<file path="config.mk">
export PLATFORM = sky130hd
export DESIGN_NAME = requant_top
export DESIGN_NICKNAME = d
export VERILOG_FILES = /design/src/hw/requant_pkg.sv /design/src/hw/requant_top.sv /design/src/hw/requant_status.sv /design/src/hw/requant_pipe.sv /design/src/hw/sat_narrow.sv /design/src/hw/rne_round.sv
export VERILOG_INCLUDE_DIRS = /design/src /design/src/hw
export SDC_FILE = /design/constraint.sdc
export NUM_CORES = 1
export LEC_CHECK = 0
export BUFFER_PORTS_ARGS = -buffer_cell sky130_fd_sc_hd__buf_2
export CORE_AREA = 2 2 188 190
export CTS_CLUSTER_SIZE = 30
export DETAILED_ROUTE_END_ITERATION = 8
export DIE_AREA = 0 0 190 192
export HOLD_SLACK_MARGIN = 0.06
export PLACE_DENSITY = 0.64
export SETUP_SLACK_MARGIN = 0.1
export SLEW_MARGIN = 20
export SYNTH_ARGS = -nofsm -noshare
export SYNTH_HDL_FRONTEND = slang
export SYNTH_SLANG_ARGS = --single-unit
</file>
<file path="constraint.sdc">
create_clock -name clk -period 2.75 [get_ports clk]
set_clock_uncertainty 0.2 [all_clocks]
set_input_delay 0.275 -clock clk [delete_from_list [all_inputs] [get_ports clk]]
set_output_delay 0.275 -clock clk [all_outputs]
set_load 0.01 [all_outputs]
</file>
<file path="src/hw/requant_params.svh">
`ifndef REQUANT_PARAMS_SVH
`define REQUANT_PARAMS_SVH

// ************************************************
// Datapath widths
// ************************************************

// Input sample and narrowed output sample
`define REQ_SAMPLE_W 16

// Signed scale operand
`define REQ_SCALE_W 16

// ************************************************
// Requantization point and status
// ************************************************

// Low product bits rounded away, same amount as the final right shift
`define REQ_DROP_BITS 12

// Event counter width, counter sticks at all ones
`define REQ_CNT_W 16

`endif
</file>
<file path="src/hw/requant_pkg.sv">
`include "requant_params.svh"

package requant_pkg;

	// Signed sample, used on the input and on the narrowed output
	typedef logic signed [`REQ_SAMPLE_W-1:0] sample_t;

	// Signed scale factor
	typedef logic signed [`REQ_SCALE_W-1:0] scale_t;

	// Full precision product of sample and scale
	typedef logic signed [`REQ_SAMPLE_W+`REQ_SCALE_W-1:0] product_t;

	// Count of results that were not clean
	typedef logic [`REQ_CNT_W-1:0] evt_cnt_t;

	// Kind of each result leaving the pipeline
	typedef enum logic [1:0] {
		NORMAL    = 2'd0,
		ROUND_OVF = 2'd1,
		SATURATED = 2'd2
	} stat_kind_e;

	// Clamp limits of the output range
	localparam sample_t SAMPLE_MAX = {1'b0, {(`REQ_SAMPLE_W-1){1'b1}}};
	localparam sample_t SAMPLE_MIN = {1'b1, {(`REQ_SAMPLE_W-1){1'b0}}};

endpackage

</file>
<file path="src/hw/requant_top.sv">
`timescale 1ns/1ps

module requant_top
(
	input  logic                    clk,
	input  logic                    rst_n,
	input  logic                    in_valid,
	input  requant_pkg::sample_t    in_sample,
	input  requant_pkg::scale_t     in_scale,
	input  logic                    stat_clear,
	output logic                    out_valid,
	output requant_pkg::sample_t    out_sample,
	output requant_pkg::stat_kind_e out_kind,
	output logic                    ovf_sticky,
	output logic                    sat_sticky,
	output requant_pkg::evt_cnt_t   evt_count
);

	// ************************************************
	// Datapath
	// ************************************************

	// Multiply, round, narrow in three registered stages
	requant_pipe u_pipe
	(
		.clk        (clk),
		.rst_n      (rst_n),
		.in_valid   (in_valid),
		.in_sample  (in_sample),
		.in_scale   (in_scale),
		.out_valid  (out_valid),
		.out_sample (out_sample),
		.out_kind   (out_kind)
	);

	// ************************************************
	// Status
	// ************************************************

	// Watches the same result strobe that leaves the block
	requant_status u_status
	(
		.clk         (clk),
		.rst_n       (rst_n),
		.event_valid (out_valid),
		.event_kind  (out_kind),
		.stat_clear  (stat_clear),
		.ovf_sticky  (ovf_sticky),
		.sat_sticky  (sat_sticky),
		.evt_count   (evt_count)
	);

endmodule

</file>
<file path="src/hw/requant_status.sv">
`timescale 1ns/1ps

module requant_status
(
	input  logic                    clk,
	input  logic                    rst_n,
	input  logic                    event_valid,
	input  requant_pkg::stat_kind_e event_kind,
	input  logic                    stat_clear,
	output logic                    ovf_sticky,
	output logic                    sat_sticky,
	output requant_pkg::evt_cnt_t   evt_count
);

	import requant_pkg::*;

	logic hit_ovf;
	logic hit_sat;
	logic hit_any;
	logic cnt_full;

	// ************************************************
	// Event decode
	// ************************************************

	assign hit_ovf = event_valid && (event_kind == ROUND_OVF);
	assign hit_sat = event_valid && (event_kind == SATURATED);

	// Every result that was not clean counts once
	assign hit_any = event_valid && (event_kind != NORMAL);

	// Counter stops here instead of wrapping to zero
	assign cnt_full = (evt_count == '1);

	// ************************************************
	// Sticky flags and counter
	// ************************************************

	always_ff @(posedge clk or negedge rst_n)
	begin
		if (!rst_n)
		begin
			ovf_sticky <= 1'b0;
			sat_sticky <= 1'b0;
			evt_count  <= '0;
		end
		else if (stat_clear)
		begin
			// Clear wins, an event on the same edge is lost
			ovf_sticky <= 1'b0;
			sat_sticky <= 1'b0;
			evt_count  <= '0;
		end
		else
		begin
			if (hit_ovf)
				ovf_sticky <= 1'b1;
			if (hit_sat)
				sat_sticky <= 1'b1;
			if (hit_any && !cnt_full)
				evt_count <= evt_count + evt_cnt_t'(1);
		end
	end

	// A raised flag always comes with at least one counted event
	assert property (@(posedge clk) disable iff (!rst_n)
		(ovf_sticky || sat_sticky) |-> (evt_count != '0))
		else $error("requant_status: sticky flag set with a zero counter");

endmodule

</file>
<file path="src/hw/requant_pipe.sv">
`timescale 1ns/1ps
`include "requant_params.svh"

module requant_pipe
(
	input  logic                    clk,
	input  logic                    rst_n,
	input  logic                    in_valid,
	input  requant_pkg::sample_t    in_sample,
	input  requant_pkg::scale_t     in_scale,
	output logic                    out_valid,
	output requant_pkg::sample_t    out_sample,
	output requant_pkg::stat_kind_e out_kind
);

	import requant_pkg::*;

	// Stage 1, full product
	logic       s1_valid;
	product_t   s1_prod;

	// Stage 2, rounded product and its wrap flag
	logic       s2_valid;
	product_t   s2_rnd;
	logic       s2_ovf;

	// Combinational results between the stages
	product_t   rnd_value;
	logic       rnd_ovf;
	sample_t    narrow_sample;
	logic       narrow_sat;
	sample_t    sample_next;
	stat_kind_e kind_next;

	// ************************************************
	// Valid shift
	// ************************************************

	always_ff @(posedge clk or negedge rst_n)
	begin
		if (!rst_n)
		begin
			s1_valid  <= 1'b0;
			s2_valid  <= 1'b0;
			out_valid <= 1'b0;
			out_kind  <= NORMAL;
		end
		else
		begin
			s1_valid  <= in_valid;
			s2_valid  <= s1_valid;
			out_valid <= s2_valid;
			// Kind holds until the next result
			if (s2_valid)
				out_kind <= kind_next;
		end
	end

	// ************************************************
	// Stage 1, multiply
	// ************************************************

	// Both operands sign extended to the product width first
	always_ff @(posedge clk)
	begin
		if (in_valid)
			s1_prod <= product_t'(in_sample) * product_t'(in_scale);
	end

	// ************************************************
	// Stage 2, round half to even
	// ************************************************

	rne_round
	#(
		.WIDTH       ($bits(product_t)),
		.DROP        (`REQ_DROP_BITS),
		.IS_UNSIGNED (1'b0)
	)
	u_rne_round
	(
		.value_in  (s1_prod),
		.value_out (rnd_value),
		.overflow  (rnd_ovf)
	);

	always_ff @(posedge clk)
	begin
		if (s1_valid)
		begin
			s2_rnd <= rnd_value;
			s2_ovf <= rnd_ovf;
		end
	end

	// ************************************************
	// Stage 3, narrow and classify
	// ************************************************

	sat_narrow u_sat_narrow
	(
		.prod_in    (s2_rnd),
		.sample_out (narrow_sample),
		.saturated  (narrow_sat)
	);

	// A wrapped round came from a positive value, so pin it high
	always_comb
	begin
		if (s2_ovf)
		begin
			sample_next = SAMPLE_MAX;
			kind_next   = ROUND_OVF;
		end
		else
		begin
			sample_next = narrow_sample;
			kind_next   = narrow_sat ? SATURATED : NORMAL;
		end
	end

	always_ff @(posedge clk)
	begin
		if (s2_valid)
			out_sample <= sample_next;
	end

	// Output strobe never unknown once out of reset
	assert property (@(posedge clk) disable iff (!rst_n) !$isunknown(out_valid))
		else $error("requant_pipe: out_valid is unknown");

	// Every accepted sample leaves three edges later
	assert property (@(posedge clk) disable iff (!rst_n) $past(in_valid, 3) |-> out_valid)
		else $error("requant_pipe: result missing three cycles after input");

endmodule

</file>
<file path="src/hw/sat_narrow.sv">
`timescale 1ns/1ps
`include "requant_params.svh"

module sat_narrow
(
	input  requant_pkg::product_t prod_in,
	output requant_pkg::sample_t  sample_out,
	output logic                  saturated
);

	import requant_pkg::*;

	localparam int PROD_W = $bits(product_t);
	localparam int SAMP_W = `REQ_SAMPLE_W;

	product_t               shifted;
	logic [PROD_W-SAMP_W:0] upper_bits;
	logic                   fits;

	// ************************************************
	// Scale down
	// ************************************************

	// Arithmetic shift keeps the sign of the product
	// Rounding already cleared the bits shifted out
	assign shifted = prod_in >>> `REQ_DROP_BITS;

	// ************************************************
	// Range check and clamp
	// ************************************************

	// Sample sign bit and everything above it
	assign upper_bits = shifted[PROD_W-1:SAMP_W-1];

	// Value fits when all those bits repeat the sign
	assign fits = (upper_bits == '0) || (upper_bits == '1);

	always_comb
	begin
		if (fits)
		begin
			sample_out = shifted[SAMP_W-1:0];
			saturated  = 1'b0;
		end
		else if (shifted[PROD_W-1])
		begin
			// Below the range
			sample_out = SAMPLE_MIN;
			saturated  = 1'b1;
		end
		else
		begin
			// Above the range
			sample_out = SAMPLE_MAX;
			saturated  = 1'b1;
		end
	end

endmodule

</file>
<file path="src/hw/rne_round.sv">
`timescale 1ns/1ps

module rne_round
#(
	parameter int WIDTH       = 32,
	parameter int DROP        = 12,
	parameter bit IS_UNSIGNED = 1'b0
)
(
	input  logic [WIDTH-1:0] value_in,
	output logic [WIDTH-1:0] value_out,
	output logic             overflow
);

	// ************************************************
	// Split into kept and dropped parts
	// ************************************************

	// One extra bit on top so the carry of the round-up is not lost
	localparam int EXT_W  = WIDTH + 1;
	localparam int KEEP_W = EXT_W - DROP;

	// Half of one kept LSB, at the input scale
	localparam logic [EXT_W-1:0] HALF_STEP = EXT_W'(1) << (DROP - 1);

	logic [EXT_W-1:0]  value_ext;
	logic [KEEP_W-1:0] kept;
	logic [DROP-1:0]   dropped;
	logic              half_bit;
	logic              sticky_bits;
	logic              round_up;
	logic [KEEP_W-1:0] kept_rnd;
	logic [EXT_W-1:0]  result_ext;
	logic [EXT_W-1:0]  round_dist;

	// Sign extension in signed mode, zero extension otherwise
	assign value_ext = {(IS_UNSIGNED ? 1'b0 : value_in[WIDTH-1]), value_in};

	assign {kept, dropped} = value_ext;

	// First dropped bit is worth exactly one half of the kept LSB
	assign half_bit = dropped[DROP-1];

	// Anything below the half bit, needs DROP of at least 2
	assign sticky_bits = |dropped[DROP-2:0];

	// ************************************************
	// Round half to even
	// ************************************************

	// Above half always rounds up
	// Exact half rounds up only to make the kept LSB even
	assign round_up = half_bit & (sticky_bits | kept[0]);

	assign kept_rnd = kept + KEEP_W'(round_up);

	// Dropped bits cleared, value stays at the input scale
	assign result_ext = {kept_rnd, {DROP{1'b0}}};
	assign value_out  = result_ext[WIDTH-1:0];

	// ************************************************
	// Overflow
	// ************************************************

	always_comb
	begin
		if (IS_UNSIGNED)
			// Carry out of the top bit
			overflow = result_ext[WIDTH];
		else
			// Only a positive value can wrap, its sign turns negative
			overflow = ~value_ext[WIDTH] & result_ext[WIDTH-1];
	end

	// Distance moved by rounding, offset so the allowed range starts at zero
	assign round_dist = result_ext - value_ext + HALF_STEP;

	// Rounding moves the value by half a drop step at most
	always_comb
	begin
		assert (round_dist <= (HALF_STEP << 1))
			else $error("rne_round: value moved by more than half a step");
	end

endmodule

</file>
# Yosys cells after proc, flatten, opt, wreduce, memory -nomap -nowiden
# Index checks and enable logic that the tools add are counted.
[totals]
wordCells = 44
in_bits = 36
output_inout_bits = 37
register_bits = 92
[op_classes]
n_reduce_logical = 12
n_bitwise = 4
eq_ne = 4
n_addsub = 2
mul = 1
mux = 10
[op_table]
columns = ["operator", "count"]
rows = [
  ["$mux W16", 4],
  ["$mul A16 B16 Y32", 1],
  ["$add A20 B2 Y20", 1],
  ["$eq A17 B17 Y1 const B", 1],
  ["$logic_not A17 Y1", 1],
  ["$add A16 B1 Y16 const B", 1],
  ["$eq A16 B16 Y1 const B", 1],
  ["$reduce_or A11 Y1", 1],
  ["$reduce_bool A2 Y1", 4],
  ["$logic_and A1 B1 Y1", 4],
  ["$mux W1", 4],
  ["$mux W2", 2],
  ["$and A1 B1 Y1", 2],
  ["$eq A2 B1 Y1 const B", 1],
  ["$eq A2 B2 Y1 const B", 1],
  ["$logic_not A1 Y1", 1],
  ["$logic_or A1 B1 Y1", 1],
  ["$not A1 Y1", 1],
  ["$or A1 B1 Y1", 1],
]

# Depth between registers and ports, before layout
# Gate-level depths: netlist (run 1).
[depth]
word_depth = 5
depth_mapped = 23
depth_no_buf = 22

# Hierarchy
# From an unflattened synthesis (run 1), not the netlist that was laid out.
[unflattened]
cells_unflattened = 1462
area_unflattened_um2 = 14781.7
[by_module_without_submodules]
columns = ["module", "instances", "area_each_um2", "cells_per_inst", "seq_area_each_um2"]
rows = [
  ["requant_pipe", 1, 12702.2, 1220, 2557.5],
  ["requant_status", 1, 1056.0, 111, 450.4],
  ["rne_round", 1, 516.7, 67, 0.0],
  ["sat_narrow", 1, 506.7, 64, 0.0],
]

# Worst setup path after synthesis (run 1)
# OpenSTA, ideal clock, no wires.
[synth_timing]
kind = "input to register"
startpoint = "input port in_sample[15]"
endpoint = "register u_pipe.s1_prod[28], data pin"
required_time_ns = 2.290
setup_time_ns = 0.260
arrival_time_ns = 5.663
slack_ns = -3.373
stages = 19
path_buffers = 2
cell_sequence = "clkbuf_1 > nand2_1 > fa_1 > inv_1 > fa_1 > fa_1 > fa_1 > fa_1 > inv_1 > fa_1 > inv_1 > ha_1 > clkbuf_1 > nand2_1 > nor2_1 > a221o_1 > a32oi_1 > mux2i_1 > nand2_1"
[synth_between]
elab_chain_len = 1
[synth_lines]
columns = ["element", "line_no", "rtl"]
rows = [
  ["from (decl)", "requant_top.sv:8", "input requant_pkg::sample_t in_sample,"],
  ["$mul A16 B16 Y32", "requant_pipe.sv:67", "s1_prod <= product_t'(in_sample) * product_t'(in_scale);"],
  ["to (signal assigned)", "requant_pipe.sv:67", ""],
  ["to (decl)", "requant_pipe.sv:20", "product_t s1_prod;"],
]
# Every way passes these cells.
# A chain may end at the register's enable or synchronous reset.

# Worst setup path after layout (run 1)
[layout_timing]
startpoint = "input port in_sample[5]"
endpoint = "register u_pipe.s1_prod[25], data pin"
# The elaborated chain is that of the path after synthesis.

==> results of run 1 <==
==> per-stage QoR <==
step | util | setup WS [ps] | std cells
2_1_floorplan | - | -2792 | 1390
3_3_place_gp | 0.4684 | -3122 | 2040
3_5_place_dp | 0.4684 | -3222 | 2040
4_1_cts | 0.5094 | -2715 | 2094
5_1_grt | 0.5188 | -2801 | 2105
6_report | 0.5188 | -2713 | 2105
==> state kept, by name (all words and copies together), names as in the netlist <==
name / count
u_pipe.out_kind: 2
u_pipe.s1_valid: 1
u_pipe.s2_rnd: 20
u_pipe.out_sample: 16
u_pipe.s2_ovf: 1
u_pipe.out_valid: 1
u_status.ovf_sticky: 1
u_pipe.s1_prod: 32
u_status.evt_count: 16
u_pipe.s2_valid: 1
u_status.sat_sticky: 1
==> final cells by class <==
cell class                 count  area, um2
clock inverter                 6      58.81
multi-input combinational    936      10570
tap                          455      569.3
timing repair buffer         285       2500
clock buffer                  10      239.0
fill                        3002      16500
inverter                     321       1205
sequential                    92       2648
==> worst max-delay path, cell delays in order <==
cell	delay, ps
buf_12	110
buf_4	130
buf_6	120
nand2_1	80
fa_1	460
fa_1	480
fa_1	520
fa_1	580
fa_1	450
fa_1	530
inv_2	50
ha_4	220
a22o_1	220
nor3_2	230
o221ai_2	150
buf_4	170
a21oi_4	140
o21a_1	200
o21ai_2	80
xor2_1	140
==> cells in the mapped netlist, drive strengths merged (7+ instances only) <==
cell type / instances / share of area
nand2b: 10 / 0.0046
nor2: 46 / 0.013
o21bai: 7 / 0.0039
nand2: 185 / 0.051
fa: 262 / 0.38
o21ai: 19 / 0.0072
and2: 124 / 0.057
xnor2: 47 / 0.030
dfrtp: 23 / 0.042
clkbuf: 37 / 0.010
nand4: 10 / 0.0046
a21o: 8 / 0.0044
ha: 85 / 0.078
inv: 321 / 0.088
xor2: 17 / 0.011
a21oi: 27 / 0.010
nand3: 23 / 0.0084
edfxtp: 69 / 0.15
==> metal layers <==
metal | GRT usage | wire length [um] | up-vias | share of wire
li1 | - | - | 4725 | -
met1 | 0.2407 | 13820 | 5002 | 0.44
met2 | 0.3296 | 15650 | 260 | 0.50
met3 | 0.01973 | 1577 | 38 | 0.050
met4 | 0.03787 | 562 | 0 | 0.018
met5 | 0 | 0 | - | 0
==> what timing repair did <==
| item | 4_1_cts | 5_1_grt |
|---|---|---|
| endpoints found under the hold margin | 23 | 0 |
| setup buffers | 39 | 12 |
| setup endpoints to repair | 28 | 28 |
| gates cloned | 1 | 0 |
| pin swaps | 95 | 47 |
| hold buffers | 1 | 0 |
| resized for setup | 198 | 75 |
==> kinds of logic (layout without fill, tap and decap cells) <==
logic type / after synthesis / count (layout) / share of synthesized area
AOI/OAI and AO/OA: 95 / 95 / 0.04786
xor gates and xnor gates: 64 / 64 / 0.04107
buffers and inverters: 362 / 622 / 0.09974
and+or+nand+nor: 427 / 427 / 0.1529
adders and majority gates: 347 / 347 / 0.4622
DFF: 92 / 92 / 0.1940
muxes: 3 / 3 / 0.002200
==> final timing paths <==
path / start / to / slack, ps
max: in_sample[5] / u_pipe.s1_prod[25]$_DFFE_PP_ / -2710
min: stat_clear / u_status.evt_count[8]$_DFFE_PN0P_ / 130
max reg2reg: u_pipe.s2_rnd[31]$_DFFE_PP_ / u_pipe.out_sample[8]$_SDFFCE_PP1P_ / 520
min reg2reg: u_status.sat_sticky$_DFFE_PN0P_ / u_status.sat_sticky$_DFFE_PN0P_ / 310
max in group asynchronous: rst_n / u_status.evt_count[6]$_DFFE_PN0P_ / 1740
min in group asynchronous: rst_n / u_status.sat_sticky$_DFFE_PN0P_ / 250
==> metrics, run 1 <==
commonest non-fill, non-tap cell in the layout inv_1; post-synthesis cell type count 58; fin. max-slew vios 0; Worst-path clk slew 70 ps; syn_nets approximately 1800; Area after DPL 16060 um2; Tcrit/Tclk final 1.987; post-route cell area 17790 um2; drt first pass iters 5; CTS buffer count 9; Post-synth ARST share 0.2500; Die Span X 190 um; R2R cell count 5; Least-Margin Pin Slew 803.3 ps; num rows 68; register bit count reported by yosys 92; grt ovf 0; Area growth syn-to-layout 30.34%; Vias/cell 4.762; Fin Setup TNS -61160 ps; Avg Cell Area, Syn 9.819 um2; Hold Path Cell Cnt 2; most frequent cells in the layout inv_1 (288), fa_1 (239), nand2_1 (167), buf_4 (156), and2_1 (101); Post-Route WL about 32000 um; num ports 73; first-pass GRT wire length 54010 um; crit-path max FO 5; initial antenna violation count 0; critical path class primary input to register; final setup margin -2713 ps; CTS Buffer Depth 2; Fin. Hold Viols 0; Worst Path Required 2630 ps; area of the core 34290 um2; YS warnings 0; ANT cells 0; Num Clock Sinks between 90 and 100; Post-synth EDFFs 69; largest net degree at the start of global routing 34; Die H 192 um; gr usage total 0.1837; Fin Hold WS 125.9 ps; Post-Syn Area approximately 14000 um2; Net count, final 2028; worst endpoint data arrival time around 5400 ps; H-Tree Depth 3; MaxCap Viol Count 0; share of layout cells above drive strength 1 0.2970; via count 10030; Gate Count Post-Synth 1390; die area 36480 um2; initial core utilization 0.3980; Max Freq 183.0 MHz; outcome finished with violations; Hold Crit Class primary input to register; CP endpoint kind register; Worst slew margin 0.4645; wire length per cell after detailed routing 15.01 um; crit path time final around 5500 ps; startpoint types primary input; vias in the first global route 11080; drt initial violations 411; failing checks negative setup slack; Synth Flop Type edfxtp_1; Post-route DRC 0; post-route antenna net violation count 0; root buffer cell clkbuf_16; DP Wirelength between 20000 and 30000 um; sequential share of the synthesized area 0.1940; setup violators final 27; unrepaired setup endpoints after global routing yes; Port-buffer cells 72; Placer Congestion slightly below 0.9; Worst-Skew Late Latency 330 ps; CTS tree done
Power of run 1 is not shown: default switching activity piles up to over one toggle a cycle in this logic, so the estimate is an artifact.
==> inputs of run 2 (changes only) <==
Settings changed: ABC_AREA from default to 1, CELL_PAD_IN_SITES_DETAIL_PLACEMENT from default to 0, CELL_PAD_IN_SITES_GLOBAL_PLACEMENT from default to 1, CORE_AREA 2 2 188 190 to 2 2 194 196, DIE_AREA 0 0 190 192 to 0 0 196 198, PLACE_DENSITY 0.64 to 0.77.
==> metrics, run 2 <==
vias in the first global route 12390 (+12%); fin cells 2438 (+16%); Die H 198 um (+3.1%); MaxCap Viol Count 0 (unchanged); worst endpoint data arrival time 5060 ps (-290 ps); R2R Setup Slk 480 ps (-40 ps); H-Tree Depth 3 (unchanged); largest registers u_pipe.s1_prod x32, u_pipe.s2_rnd x20; largest reg by FF count u_pipe.s1_prod; initial core utilization 0.3911 (-0.006928); Yosys top cell area share 0.3629 (-0.02142); CTS buffer count 9 (unchanged); post-route antenna net violation count 0 (unchanged); share of layout cells above drive strength 1 0.3198 (+0.02279); fin. max-slew vios 0 (unchanged); Post-route DRC 0 (unchanged); Post-synth EDFFs 69 (unchanged); post-route cell area 19270 um2 (+8.4%); WHS Endpoint u_status.evt_count[0]$_DFFE_PN0P_; syn_nets 2106 (+19%); Hold Crit Class primary input to register; CP endpoint kind register; post-synthesis cell type count 36 (-38%); num rows 71 (+4.4%); first-pass GRT wire length 61370 um (+14%); Post-Route WL 36540 um (+16%); drt initial violations 454 (+10%); Worst-path clk slew 70 ps (about the same); YS warnings 0 (unchanged); CTS tree done; Die Span X 196 um (+3.2%); Least-Margin Pin Slew 817.9 ps (+14.59 ps); final setup margin -2397 ps (+316.4 ps); Tcrit/Tclk final 1.872 (-0.1151); initial antenna violation count 0 (unchanged); crit path time final 5147 ps (-316.4 ps); wire length per cell after detailed routing 14.99 um (-0.18%); Gate Count Post-Synth 1723 (+24%); failing checks negative setup slack; sequential share of the synthesized area 0.1832 (-0.01081); fill count 3422 (+14%); ANT cells 0 (unchanged); Max Freq 194.3 MHz (+6.1%); worst r2r src u_pipe.s1_prod[12]$_DFFE_PP_; Net count, final 2342 (+15%); most common cell in the netlist inv_1; gr usage total 0.1997 (+0.01607); Num Clock Sinks 92 (unchanged); critical path class primary input to register; Hold Path Cell Cnt 2 (unchanged); most frequent cells in the layout inv_1 (422), nand2_1 (340), fa_1 (236), buf_4 (161), inv_2 (72); DP Wirelength 30440 um (+17%); Post-Syn Area 14450 um2 (+5.9%); largest net degree at the start of global routing 34 (unchanged); outcome finished with violations; unrepaired setup endpoints after global routing yes; Worst slew margin 0.4548 (-0.009725); Placed Cells incl. Taps 2374 (+16%); setup violators final 28 (+3.7%); root buffer cell clkbuf_16; num ports 73 (unchanged); commonest non-fill, non-tap cell in the layout inv_1; via count 11480 (+14%); drt first pass iters 5 (unchanged); Post-synth ARST share 0.2500 (unchanged); area of the core 36960 um2 (+7.8%); Avg Cell Area, Syn 8.389 um2 (-15%); HP Start stat_clear; Synth area leader fa_1; grt ovf 0 (unchanged); Final Util 0.5216 (+0.002774); R2R cell count 9 (+4); CTS Buffer Depth 2 (unchanged); Vias/cell 4.707 (-1.2%); startpoint types primary input; reg2reg end u_pipe.s2_rnd[28]$_DFFE_PP_; Area after DPL 17240 um2 (+7.4%); most common library cells after synthesis inv_1 (498), nand2_1 (418), fa_1 (262); Synth Flop Type edfxtp_1; die area 38810 um2 (+6.4%); Placer Congestion 0.8760 (-1.4%); Port-buffer cells 72 (unchanged); Worst-Skew Late Latency 350 ps (+20 ps); Fin. Hold Viols 0 (unchanged); ranking of synthesized cells by area fa_1 (36%), edfxtp_1 (14%), inv_1 (13%); crit-path max FO 7 (+2); Area growth syn-to-layout 33.35%; max FFs per register 32 (unchanged); Worst Path Required 2660 ps (+30 ps); register bit count reported by yosys 92 (unchanged)
run 2: changes by cell type in the layout (fill, tap and decap cells not counted), moves of 15 or more:
cell     delta
and2_1    -101
and2_4     -23
buf_6      -22
inv_1     +134
inv_2      +39
nand2_1   +173
nand2_2    +33
nand2_4    +24
nand3_1    +16
nor2_4     +15
xnor2_1    -29
xor2_1     +17
run 2: layer usage:
| layer | global-route usage | routed length, um | share of wire |
|---|---|---|---|
| met2 | 0.3842 | 19310 | 0.53 |
| met1 | 0.2363 | 15090 | 0.41 |
| met3 | 0.01823 | 1021 | 0.028 |
| met4 | 0.05724 | 1119 | 0.031 |
| met5 | 0 | 0 | 0 |
run 2: worst max-delay path by stage:
stage	endpoint	slack (ps)	startpoint	depth (start not counted)
finish	u_pipe.s1_prod[31]$_DFFE_PP_	-2400	in_sample[15]	23
global route	u_pipe.s1_prod[31]$_DFFE_PP_	-2590	in_sample[15]	23
CTS	u_pipe.s1_prod[14]$_DFFE_PP_	-2370	in_scale[6]	22
detailed placement	u_pipe.s1_prod[30]$_DFFE_PP_	-3080	in_sample[15]	19
global placement	u_pipe.s1_prod[29]$_DFFE_PP_	-2980	in_sample[15]	17
floorplan	u_pipe.s1_prod[31]$_DFFE_PP_	-2700	in_scale[3]	22
run 2: layout make-up:
class	count	area, um2	area share
Clock buffer	9	225.2	0.01168
Clock inverter	7	61.31	0.003181
Inverter	500	1894	0.09828
Multi-Input combinational cell	1069	11240	0.5833
Sequential cell	92	2648	0.1374
Tap cell	474	593.1	0.03077
Timing Repair Buffer	287	2610	0.1354
run 2: repair_timing:
item                                   in CTS  in global routing
pin swaps                                  79                149
setup endpoints to repair                  28                 28
resized for setup                         186                203
setup buffers                              22                 22
endpoints found under the hold margin      23                  0
cloned                                      0                  4
hold buffers                                1                  0
run 2: logic make-up (layout without fill, tap and decap cells):
group / count (synthesis) / in the layout / share of synthesized area
AO/OA/AOI/OAI: 79 / 79 / 0.03047
XOR/XNOR: 58 / 58 / 0.03514
adder cells (fa/ha/maj): 347 / 347 / 0.4365
buffers and inverters: 562 / 803 / 0.1467
flip-flops: 92 / 92 / 0.1832
AND/OR/NAND/NOR: 585 / 585 / 0.1680
run 2: through the flow:
step	TNS, ps	hold WS (ps)	worst slack (ps)
global placement	-71440	86.51	-2977
floorplan	-57650	-220.6	-2699
finish	-56060	83.43	-2397
detailed placement	-72690	87.42	-3084
CTS	-56440	70.61	-2373
global route	-60050	96.21	-2588
run 2: critical path, cell delays in order:
cell	delay, ps
buf_12	110
nand2_4	50
fa_1	600
inv_2	80
fa_2	480
buf_12	160
buf_4	130
fa_2	570
fa_1	400
fa_1	490
inv_1	50
fa_1	520
inv_1	60
ha_4	300
nand2_2	130
nor2_2	150
nand2_2	80
nor3_2	110
nand2_1	80
nand2_2	90
inv_2	30
nand2_1	50
nand2_1	50
Power of run 2 is left out for the same reason.
